`src/verilog/fft8_pkg.sv`:
```
package fft8_pkg;

    localparam int DATA_W   = 16;
    localparam int N_POINTS = 8;
    localparam int ADDR_W   = 3;
    localparam int TW_FRAC  = 15;              // q15 twiddles

    typedef struct packed {
        logic signed [DATA_W-1:0] re;
        logic signed [DATA_W-1:0] im;
    } cplx_t;

    // one memory write port
    typedef struct packed {
        logic              en;
        logic [ADDR_W-1:0] addr;
        cplx_t             data;
    } ram_wr_t;

    typedef enum logic [1:0] {
        PH_IDLE,
        PH_LOAD,
        PH_COMPUTE,
        PH_UNLOAD
    } phase_e;

    // W8^k = exp(-j*2*pi*k/8), +1 and -1 saturate to 0x7fff and 0x8001
    localparam cplx_t TWIDDLE [N_POINTS] = '{
        '{16'sh7FFF, 16'sh0000},               // 1
        '{16'sh5A82, 16'shA57E},               // (1 - j) / sqrt2
        '{16'sh0000, 16'sh8001},               // -j
        '{16'shA57E, 16'shA57E},               // (-1 - j) / sqrt2
        '{16'sh8001, 16'sh0000},               // -1
        '{16'shA57E, 16'sh5A82},               // (-1 + j) / sqrt2
        '{16'sh0000, 16'sh7FFF},               // j
        '{16'sh5A82, 16'sh5A82}                // (1 + j) / sqrt2
    };

endpackage

```
`src/verilog/sample_ram.sv`:
```
module sample_ram (
    input  logic                            clk,
    input  fft8_pkg::ram_wr_t               wr_a_i,
    input  fft8_pkg::ram_wr_t               wr_b_i,
    input  logic [fft8_pkg::ADDR_W-1:0]     rd_addr_a_i,
    input  logic [fft8_pkg::ADDR_W-1:0]     rd_addr_b_i,
    output fft8_pkg::cplx_t                 rd_a_o,
    output fft8_pkg::cplx_t                 rd_b_o
);

    fft8_pkg::cplx_t mem [fft8_pkg::N_POINTS];

    always_ff @(posedge clk) begin
        if (wr_a_i.en) begin
            mem[wr_a_i.addr] <= wr_a_i.data;    // butterfly top or loader
        end
        if (wr_b_i.en) begin
            mem[wr_b_i.addr] <= wr_b_i.data;    // butterfly bottom
        end
    end

    assign rd_a_o = mem[rd_addr_a_i];
    assign rd_b_o = mem[rd_addr_b_i];

    // both ports come from separate owners, a collision would lose a result
    a_no_write_collision : assert property (
        @(posedge clk) (wr_a_i.en && wr_b_i.en) |-> (wr_a_i.addr != wr_b_i.addr)
    );

endmodule

```
`src/verilog/cplx_mult.sv`:
```
module cplx_mult (
    input  logic            clk,
    input  fft8_pkg::cplx_t a_i,
    input  fft8_pkg::cplx_t w_i,
    output fft8_pkg::cplx_t p_o
);

    logic signed [2*fft8_pkg::DATA_W-1:0] prod_rr_q;
    logic signed [2*fft8_pkg::DATA_W-1:0] prod_ii_q;
    logic signed [2*fft8_pkg::DATA_W-1:0] prod_ri_q;
    logic signed [2*fft8_pkg::DATA_W-1:0] prod_ir_q;
    logic signed [2*fft8_pkg::DATA_W:0]   sum_re;
    logic signed [2*fft8_pkg::DATA_W:0]   sum_im;
    fft8_pkg::cplx_t                      p_q;

    // stage one, the four partial products
    always_ff @(posedge clk) begin
        prod_rr_q <= a_i.re * w_i.re;
        prod_ii_q <= a_i.im * w_i.im;
        prod_ri_q <= a_i.re * w_i.im;
        prod_ir_q <= a_i.im * w_i.re;
    end

    always_comb begin
        sum_re = prod_rr_q - prod_ii_q;             // one extra bit, no overflow
        sum_im = prod_ri_q + prod_ir_q;
    end

    // stage two, drop the q15 fraction and keep the low word
    always_ff @(posedge clk) begin
        p_q.re <= sum_re[fft8_pkg::TW_FRAC +: fft8_pkg::DATA_W];
        p_q.im <= sum_im[fft8_pkg::TW_FRAC +: fft8_pkg::DATA_W];
    end

    assign p_o = p_q;

endmodule

```
`src/verilog/frame_loader.sv`:
```
module frame_loader (
    input  logic                            clk,
    input  logic                            rst,
    input  logic                            start_i,
    input  logic [fft8_pkg::DATA_W-1:0]     data_i,
    output fft8_pkg::ram_wr_t               wr_o,
    output logic                            done_o
);

    logic                           active_q;
    logic [fft8_pkg::ADDR_W-1:0]    cnt_q;

    always_ff @(posedge clk) begin
        if (!rst) begin
            active_q <= 1'b0;
            cnt_q    <= '0;
        end else if (start_i) begin
            active_q <= 1'b1;
            cnt_q    <= '0;
        end else if (active_q) begin
            cnt_q <= cnt_q + 1'b1;                  // wraps back to zero
            if (cnt_q == fft8_pkg::ADDR_W'(fft8_pkg::N_POINTS - 1)) begin
                active_q <= 1'b0;
            end
        end
    end

    always_comb begin
        wr_o.en      = active_q;
        wr_o.addr    = {cnt_q[0], cnt_q[1], cnt_q[2]};  // bit reversed slot
        wr_o.data.re = data_i;
        wr_o.data.im = '0;                          // real input only
    end

    assign done_o = active_q && (cnt_q == fft8_pkg::ADDR_W'(fft8_pkg::N_POINTS - 1));

    // a start pulse only opens a run from idle, never in the middle of one
    a_start_when_idle : assert property (
        @(posedge clk) disable iff (!rst)
        start_i |-> !wr_o.en
    );

endmodule

```
`src/verilog/butterfly_engine.sv`:
```
module butterfly_engine (
    input  logic                            clk,
    input  logic                            rst,
    input  logic                            start_i,
    output logic [fft8_pkg::ADDR_W-1:0]     rd_addr_a_o,
    output logic [fft8_pkg::ADDR_W-1:0]     rd_addr_b_o,
    input  fft8_pkg::cplx_t                 rd_a_i,
    input  fft8_pkg::cplx_t                 rd_b_i,
    output fft8_pkg::cplx_t                 mul_a_o,
    output fft8_pkg::cplx_t                 mul_w_o,
    input  fft8_pkg::cplx_t                 mul_p_i,
    output fft8_pkg::ram_wr_t               wr_a_o,
    output fft8_pkg::ram_wr_t               wr_b_o,
    output logic                            done_o
);

    typedef enum logic [1:0] {
        ENG_IDLE,
        ENG_ISSUE,
        ENG_DRAIN
    } eng_state_e;

    // operand and addresses riding alongside the multiplier
    typedef struct packed {
        logic [fft8_pkg::ADDR_W-1:0] top;
        logic [fft8_pkg::ADDR_W-1:0] bot;
        fft8_pkg::cplx_t             a;
    } flight_t;

    eng_state_e                     state_q;
    logic [1:0]                     stage_q;
    logic [1:0]                     k_q;
    logic [1:0]                     drain_q;
    logic [1:0]                     vld_q;
    flight_t                        fl1_q;
    flight_t                        fl2_q;
    logic                           issue;
    logic [fft8_pkg::ADDR_W-1:0]    k_ext;
    logic [fft8_pkg::ADDR_W-1:0]    span;
    logic [fft8_pkg::ADDR_W-1:0]    grp;
    logic [fft8_pkg::ADDR_W-1:0]    j_idx;
    logic [fft8_pkg::ADDR_W-1:0]    top_addr;
    logic [fft8_pkg::ADDR_W-1:0]    bot_addr;
    logic [fft8_pkg::ADDR_W-1:0]    tw_idx;
    fft8_pkg::cplx_t                sum;
    fft8_pkg::cplx_t                diff;

    assign issue = (state_q == ENG_ISSUE);

    // in-place dit addressing, span doubles every stage
    always_comb begin
        k_ext         = {1'b0, k_q};
        span          = '0;
        span[stage_q] = 1'b1;
        grp           = k_ext >> stage_q;
        j_idx         = k_ext & (span - 1'b1);
        top_addr      = ((grp << stage_q) << 1) | j_idx;
        bot_addr      = top_addr + span;
        tw_idx        = j_idx << (2'd2 - stage_q);
    end

    assign rd_addr_a_o = top_addr;
    assign rd_addr_b_o = bot_addr;
    assign mul_a_o     = rd_b_i;                    // only the bottom leg is rotated
    assign mul_w_o     = fft8_pkg::TWIDDLE[tw_idx];

    always_ff @(posedge clk) begin
        if (!rst) begin
            state_q <= ENG_IDLE;
            stage_q <= '0;
            k_q     <= '0;
            drain_q <= '0;
            vld_q   <= '0;
        end else begin
            vld_q <= {vld_q[0], issue};
            case (state_q)
                ENG_IDLE: begin
                    if (start_i) begin
                        state_q <= ENG_ISSUE;
                        stage_q <= '0;
                        k_q     <= '0;
                    end
                end
                ENG_ISSUE: begin
                    k_q <= k_q + 2'd1;              // four butterflies per stage
                    if (k_q == 2'd3) begin
                        state_q <= ENG_DRAIN;
                        drain_q <= '0;
                    end
                end
                ENG_DRAIN: begin
                    drain_q <= drain_q + 2'd1;
                    if (drain_q == 2'd2) begin      // last write has landed
                        if (stage_q == 2'd2) begin
                            state_q <= ENG_IDLE;
                        end else begin
                            stage_q <= stage_q + 2'd1;
                            state_q <= ENG_ISSUE;
                        end
                    end
                end
                default: state_q <= ENG_IDLE;
            endcase
        end
    end

    always_ff @(posedge clk) begin
        fl1_q.top <= top_addr;
        fl1_q.bot <= bot_addr;
        fl1_q.a   <= rd_a_i;
        fl2_q     <= fl1_q;
    end

    always_comb begin
        sum.re  = fl2_q.a.re + mul_p_i.re;          // wraps, no scaling
        sum.im  = fl2_q.a.im + mul_p_i.im;
        diff.re = fl2_q.a.re - mul_p_i.re;
        diff.im = fl2_q.a.im - mul_p_i.im;
        wr_a_o.en   = vld_q[1];
        wr_a_o.addr = fl2_q.top;
        wr_a_o.data = sum;
        wr_b_o.en   = vld_q[1];
        wr_b_o.addr = fl2_q.bot;
        wr_b_o.data = diff;
    end

    assign done_o = (state_q == ENG_DRAIN) && (drain_q == 2'd2) && (stage_q == 2'd2);

    // each issued butterfly returns two cycles later to two distinct slots
    a_bfly_writeback : assert property (
        @(posedge clk) disable iff (!rst)
        issue |-> (top_addr != bot_addr) ##2 (wr_a_o.en && wr_a_o.addr != wr_b_o.addr)
    );

endmodule

```
`src/verilog/frame_unloader.sv`:
```
module frame_unloader (
    input  logic                            clk,
    input  logic                            rst,
    input  logic                            start_i,
    output logic [fft8_pkg::ADDR_W-1:0]     rd_addr_o,
    input  fft8_pkg::cplx_t                 rd_i,
    output logic                            req_o,
    output fft8_pkg::cplx_t                 data_o,
    output logic                            done_o
);

    logic                           active_q;
    logic                           valid_q;
    logic [fft8_pkg::ADDR_W-1:0]    addr_q;
    logic                           rd_go;
    fft8_pkg::cplx_t                data_q;

    assign rd_go = start_i || active_q;             // first read on the start cycle

    always_ff @(posedge clk) begin
        if (!rst) begin
            active_q <= 1'b0;
            valid_q  <= 1'b0;
            addr_q   <= '0;
        end else begin
            valid_q <= rd_go;
            if (rd_go) begin
                addr_q   <= addr_q + 1'b1;          // back to zero after X7
                active_q <= (addr_q != fft8_pkg::ADDR_W'(fft8_pkg::N_POINTS - 1));
            end
        end
    end

    always_ff @(posedge clk) begin
        if (rd_go) begin
            data_q <= rd_i;
        end
    end

    assign rd_addr_o = addr_q;
    assign req_o     = valid_q;
    assign data_o    = data_q;
    assign done_o    = valid_q && !active_q;        // X7 on the port

endmodule

```
`src/verilog/fft8_top.sv`:
```
module fft8_top (
    input  logic                            clk,
    input  logic                            rst,
    input  logic                            req_i,
    input  logic [fft8_pkg::DATA_W-1:0]     data_i,
    output logic                            ans_o,
    output logic                            req_o,
    output fft8_pkg::cplx_t                 data_o
);

    fft8_pkg::phase_e               phase_q;
    logic                           ld_start;
    logic                           eng_start;
    logic                           unl_start;
    logic                           ld_done;
    logic                           eng_done;
    logic                           unl_done;
    logic                           unl_owner;
    fft8_pkg::ram_wr_t              ld_wr;
    fft8_pkg::ram_wr_t              eng_wr_a;
    fft8_pkg::ram_wr_t              eng_wr_b;
    fft8_pkg::ram_wr_t              ram_wr_a;
    fft8_pkg::ram_wr_t              ram_wr_b;
    logic [fft8_pkg::ADDR_W-1:0]    eng_rd_addr_a;
    logic [fft8_pkg::ADDR_W-1:0]    eng_rd_addr_b;
    logic [fft8_pkg::ADDR_W-1:0]    unl_rd_addr;
    logic [fft8_pkg::ADDR_W-1:0]    ram_rd_addr_a;
    fft8_pkg::cplx_t                ram_rd_a;
    fft8_pkg::cplx_t                ram_rd_b;
    fft8_pkg::cplx_t                mul_a;
    fft8_pkg::cplx_t                mul_w;
    fft8_pkg::cplx_t                mul_p;

    // start pulses coincide with the edge that enters the phase
    assign ld_start  = (phase_q == fft8_pkg::PH_IDLE) && req_i;
    assign eng_start = (phase_q == fft8_pkg::PH_LOAD) && ld_done;
    assign unl_start = (phase_q == fft8_pkg::PH_COMPUTE) && eng_done;

    always_ff @(posedge clk) begin
        if (!rst) begin
            phase_q <= fft8_pkg::PH_IDLE;
        end else begin
            case (phase_q)
                fft8_pkg::PH_IDLE:    if (ld_start) phase_q <= fft8_pkg::PH_LOAD;
                fft8_pkg::PH_LOAD:    if (ld_done) phase_q <= fft8_pkg::PH_COMPUTE;
                fft8_pkg::PH_COMPUTE: if (eng_done) phase_q <= fft8_pkg::PH_UNLOAD;
                fft8_pkg::PH_UNLOAD:  if (unl_done) phase_q <= fft8_pkg::PH_IDLE;
                default:              phase_q <= fft8_pkg::PH_IDLE;
            endcase
        end
    end

    // unloader takes the read port one cycle early to prefetch X0
    assign unl_owner = (phase_q == fft8_pkg::PH_UNLOAD) || unl_start;

    always_comb begin
        ram_wr_a = '0;
        ram_wr_b = '0;
        if (phase_q == fft8_pkg::PH_LOAD) begin
            ram_wr_a = ld_wr;
        end else if (phase_q == fft8_pkg::PH_COMPUTE) begin
            ram_wr_a = eng_wr_a;
            ram_wr_b = eng_wr_b;
        end
        ram_rd_addr_a = unl_owner ? unl_rd_addr : eng_rd_addr_a;
    end

    assign ans_o = (phase_q == fft8_pkg::PH_LOAD);

    sample_ram u_ram (
        .clk         (clk),
        .wr_a_i      (ram_wr_a),
        .wr_b_i      (ram_wr_b),
        .rd_addr_a_i (ram_rd_addr_a),
        .rd_addr_b_i (eng_rd_addr_b),
        .rd_a_o      (ram_rd_a),
        .rd_b_o      (ram_rd_b)
    );

    cplx_mult u_mult (
        .clk (clk),
        .a_i (mul_a),
        .w_i (mul_w),
        .p_o (mul_p)
    );

    frame_loader u_loader (
        .clk     (clk),
        .rst     (rst),
        .start_i (ld_start),
        .data_i  (data_i),
        .wr_o    (ld_wr),
        .done_o  (ld_done)
    );

    butterfly_engine u_engine (
        .clk         (clk),
        .rst         (rst),
        .start_i     (eng_start),
        .rd_addr_a_o (eng_rd_addr_a),
        .rd_addr_b_o (eng_rd_addr_b),
        .rd_a_i      (ram_rd_a),
        .rd_b_i      (ram_rd_b),
        .mul_a_o     (mul_a),
        .mul_w_o     (mul_w),
        .mul_p_i     (mul_p),
        .wr_a_o      (eng_wr_a),
        .wr_b_o      (eng_wr_b),
        .done_o      (eng_done)
    );

    frame_unloader u_unloader (
        .clk       (clk),
        .rst       (rst),
        .start_i   (unl_start),
        .rd_addr_o (unl_rd_addr),
        .rd_i      (ram_rd_a),
        .req_o     (req_o),
        .data_o    (data_o),
        .done_o    (unl_done)
    );

    // load and unload windows never overlap
    a_ans_req_exclusive : assert property (
        @(posedge clk) disable iff (!rst) !(ans_o && req_o)
    );

endmodule

```
`config.mk`:
```
export PLATFORM = sky130hd
export DESIGN_NAME = fft8_top
export DESIGN_NICKNAME = d
export VERILOG_FILES = /design/src/verilog/fft8_pkg.sv /design/src/verilog/sample_ram.sv /design/src/verilog/cplx_mult.sv /design/src/verilog/frame_loader.sv /design/src/verilog/butterfly_engine.sv /design/src/verilog/frame_unloader.sv /design/src/verilog/fft8_top.sv
export SDC_FILE = /design/constraint.sdc
export NUM_CORES = 2
export LEC_CHECK = 0
export ABC_AREA = 0
export BUFFER_PORTS_ARGS = -buffer_cell sky130_fd_sc_hd__buf_4
export CORE_ASPECT_RATIO = 1.25
export CORE_MARGIN = 3
export CORE_UTILIZATION = 53
export DETAILED_ROUTE_END_ITERATION = 10
export GPL_ROUTABILITY_DRIVEN = 0
export GPL_TIMING_DRIVEN = 1
export PLACE_DENSITY = 0.71
export SLEW_MARGIN = 20
export SYNTH_ARGS = -nofsm -noshare
export SYNTH_HDL_FRONTEND = slang
export SYNTH_SLANG_ARGS = --single-unit
export TNS_END_PERCENT = 30
```
`constraint.sdc`:
```
create_clock -name clk -period 8.3 [get_ports clk]
set_input_delay 1.66 -clock clk [delete_from_list [all_inputs] [get_ports clk]]
set_output_delay 1.66 -clock clk [all_outputs]
set_load 0.01 [all_outputs]
```
==> summary.md <==
| Metric | Value |
|---|---|
| Status | finished, final reports clean |
| Terminus of the critical flop-to-flop path | u_mult.prod_ri_q[25]$_DFF_P_ |
| Worst slack at placement | -0.134 ns |
| Max-slew headroom | 22.9% |
| Initial antenna violation count | 4 |
| Cell depth of the worst min-delay path | 0 |
| Worst setup EP type | flip-flop |
| Critical hold path startpoint | u_engine.fl1_q[9]$_DFF_P_ |
| DRC Markers | 0 |
| Chip width | 312 um |
| Num CTS Buffers | 57 |
| Post-Syn Area | 61900 um2 |
| Sequential area share after synthesis | around 22% |
| Fin cells | 8049 |
| # IOs | 53 |
| H-tree depth | 2 |
| CP max stage cell | fa_1 |
| Avg WL per Cell | 21.4 um |
| Cts hold-fix bufs | 0 |
| FMAX | 123 MHz |
| Area grow syn2layout | 11.6% |
| Iter 0 DRT Violations | between 3000 and 4000 |
| Hold Crit Class | flip-flop to flip-flop |
| Core ar. | 115000 um2 |
| Async S/R FF share, synth | 0% |
| Fin crit period | 8.11 ns |
| Top cells by area, synth | fa_1 31%, edfxtp_1 14%, ha_1 10%, dfxtp_1 8.2%, inv_1 7.1% |
| Layout cells sized above 1 | a little under an eighth |
| Final setup violation count | 0 |
| Global-route wire length before repair | around 270000 um |
| Worst skew pair latency | 0.68 ns |
| Yosys reg bits | 541 |
| FF-to-FF path depth | 31 |
| Number of flops mapped to enable cells by yosys | 288 |
| Row cnt | 139 |
| Die height | 388 um |
| Worst Setup Start Kind | flip-flop |
| Power Density | 260 nW/um2 |
| Final setup margin | ~0.19 ns |
| Most used DFF post-synth | edfxtp_1 |
| Mean number of vias per cell | around 5.7 |
| Port Buffers | 52 |
| WS Path Type | flip-flop to flip-flop |
| DRT Pass-1 Iters | 7 |
| Final Hold Violating Endpoints | 0 |
| Vias in the first global route | just under 50000 |
| Initial Util | 53.6% |
| Slew @ Worst Pin | 1.15 ns |
| Slew Limit Fails | 0 |
| Cell Count Post-Placement | 7911 |
| Count of cell types in the netlist | 95 |
| Gr ovfl total | 0 |
| Max-Cap Viols | 0 |
| Gate Count Post-Synth | 6214 |
| Vias post-DR | 45900 |
| Cell mode on critical path | fa_1 |
| Clock Pin Slew Worst Setup and Hold Paths | approximately 0.070 ns |
| DIE AREA | 121000 um2 |
| Area leader, netlist | fa_1 |
| Post-DP HPWL | 134000 um |
| Antenna Nets Post-Route | 0 |
| R2R setup slack | 0.19 ns |
| Clock sink total | 541 |
| Aggregate global-route resource usage | 28.8% |
| Synthesis warning total | 0 |
| Clock skew | 0.0603 ns |
| Worst EP arrival | approximately 8.7 ns |
| Reg2reg start | u_engine.stage_q[0]$_SDFFE_PN0P_ |
| RSZ-0062 raised after global routing | yes |
| Fin crit share | 97.7% |
| Critical path's largest stage delay | 0.56 ns |
| Post-synth top area share | 30.7% |
| CP max FO | 19 |
| Worst Path Required | 8.86 ns |
| Longest Clk Path Bufs | 3 |
| Peak supply drop | 582 uV |
| CTS Root Buffer Type | clkbuf_16 |
| Static leakage | 33.3 nW |
| Synth top cells by count | 1171 x inv_1, 949 x fa_1, 501 x ha_1, 483 x nand2_1, 313 x nor2_1 |
| Nets@finish | approximately 7900 |
| Hold Path Sink | u_engine.fl2_q[9]$_DFF_P_ |
| Final wirelength | 173000 um |
| Most frequent cell after synthesis | inv_1 |
| Post-synthesis net count | 7683 |
| Avg Cell Area, Syn | 9.97 um2 |
| Largest net degree at the start of global routing | 95 |
| CTS tree | built |
==> routing by layer <==
metal	vias up	global-route usage, %	share of wire, %
met2	2016	49.3	49
met1	22800	34.2	36
met5	-	0	0.0075
li1	20500	-	-
met4	2	18.3	7.7
met3	613	4.16	7.3
==> logic make-up after synthesis <==
group,share of synthesized area (%)
xor+xnor,3.65
fa+ha+maj,40.9
compound gates,8.16
buf+inv,8.60
mux,4.76
flops,22.1
simple gates,11.8
other cells,0.00606
==> stage by stage <==
step	cell area [um2]	hold WS, ns	setup TNS [ns]	power, W	util (%)
after floorplan	61900	0.310	-0.0176	0.0115	-
after global placement	66400	0.310	-0.115	0.0147	57.5
after detailed placement	66400	0.312	-0.188	0.0149	57.5
after CTS	68500	0.321	0	0.0179	59.4
after global routing	69100	0.328	-0.222	0.0195	59.8
final	69100	0.319	0	0.0180	59.8
==> power by group <==
group          leakage [nW]  internal, W  switching [W]  total, W
registers              4.76      0.00338       0.000214   0.00359
clock network          1.01      0.00160        0.00121   0.00281
logic                  27.5      0.00500        0.00658    0.0116
total                  33.3      0.00997        0.00800    0.0180
==> worst max path at each step <==
stage / from / end / cells past startpoint
6_report: u_engine.stage_q[0]$_SDFFE_PN0P_ / u_mult.prod_ri_q[25]$_DFF_P_ / 31
5_1_grt: u_engine.stage_q[0]$_SDFFE_PN0P_ / u_mult.prod_ir_q[26]$_DFF_P_ / 30
4_1_cts: u_engine.stage_q[0]$_SDFFE_PN0P_ / u_mult.prod_rr_q[30]$_DFF_P_ / 32
3_5_place_dp: u_engine.stage_q[0]$_SDFFE_PN0P_ / u_mult.prod_rr_q[30]$_DFF_P_ / 32
3_3_place_gp: u_engine.stage_q[0]$_SDFFE_PN0P_ / u_mult.prod_rr_q[30]$_DFF_P_ / 33
2_1_floorplan: u_engine.stage_q[0]$_SDFFE_PN0P_ / u_mult.prod_ir_q[26]$_DFF_P_ / 29
==> placed cells by master, fill, tap and decap left out, types with 12 or more instances in the layout <==
cell type and instances:
or3_1 25, nor2b_1 103, buf_12 35, or2_2 81
a31oi_1 19, or2_4 16, a211oi_1 49, mux4_2 58
and3_1 20, dfxtp_1 252, mux2i_1 120, a21oi_1 243
clkbuf_8 13, a21o_1 66, nand2b_1 64, inv_1 1166
nor3_1 82, nor2_2 13, xnor2_1 196, fa_1 948
xor2_1 53, o31ai_1 29, o21a_1 27, o211ai_1 20
o21ai_0 184, nand4_1 12, and2_1 44, edfxtp_1 288
nand3_1 249, buf_4 358, nor2_1 302, nand2_1 481
mux2i_4 14, clkbuf_16 64, o21bai_1 33, ha_1 500
==> critical path: cells and delay by family, from the launching register on <==
family                     cells  cell delay (ns)
adders and majority gates      8             3.68
and+or+nand+nor                3             0.44
DFF                            1             0.31
muxes                          1             0.26
AOI/OAI and AO/OA              7             1.38
buffers and inverters          9             1.29
xor gates and xnor gates       3             0.58
==> state kept, by name, indices dropped and copies added, names as in the netlist, 31 cells and up <==
register,flops
u_mult.prod_ir_q,31
u_engine.fl2_q,32
u_engine.fl1_q,38
u_unloader.data_o,32
u_mult.prod_ri_q,31
u_mult.prod_ii_q,31
u_mult.prod_rr_q,31
u_mult.p_o,32
u_ram.mem,256
==> timing repair <==
action	CTS	global route
cloned	0	1
endpoints found under the setup margin	7	41
pin swaps	0	11
buffers inserted	0	27
gates resized for setup	8	75
==> layout make-up <==
cell class	count	area [um2]
Antenna cell	1	2.50
Clock buffer	81	1770
Fill cell	9486	46400
Multi-Input combinational cell	4269	43400
Inverter	1179	4440
Clock inverter	27	314
Tap cell	1551	1940
Sequential cell	541	13700
Timing Repair Buffer	400	3480
Power figures use the tool's default switching activity.
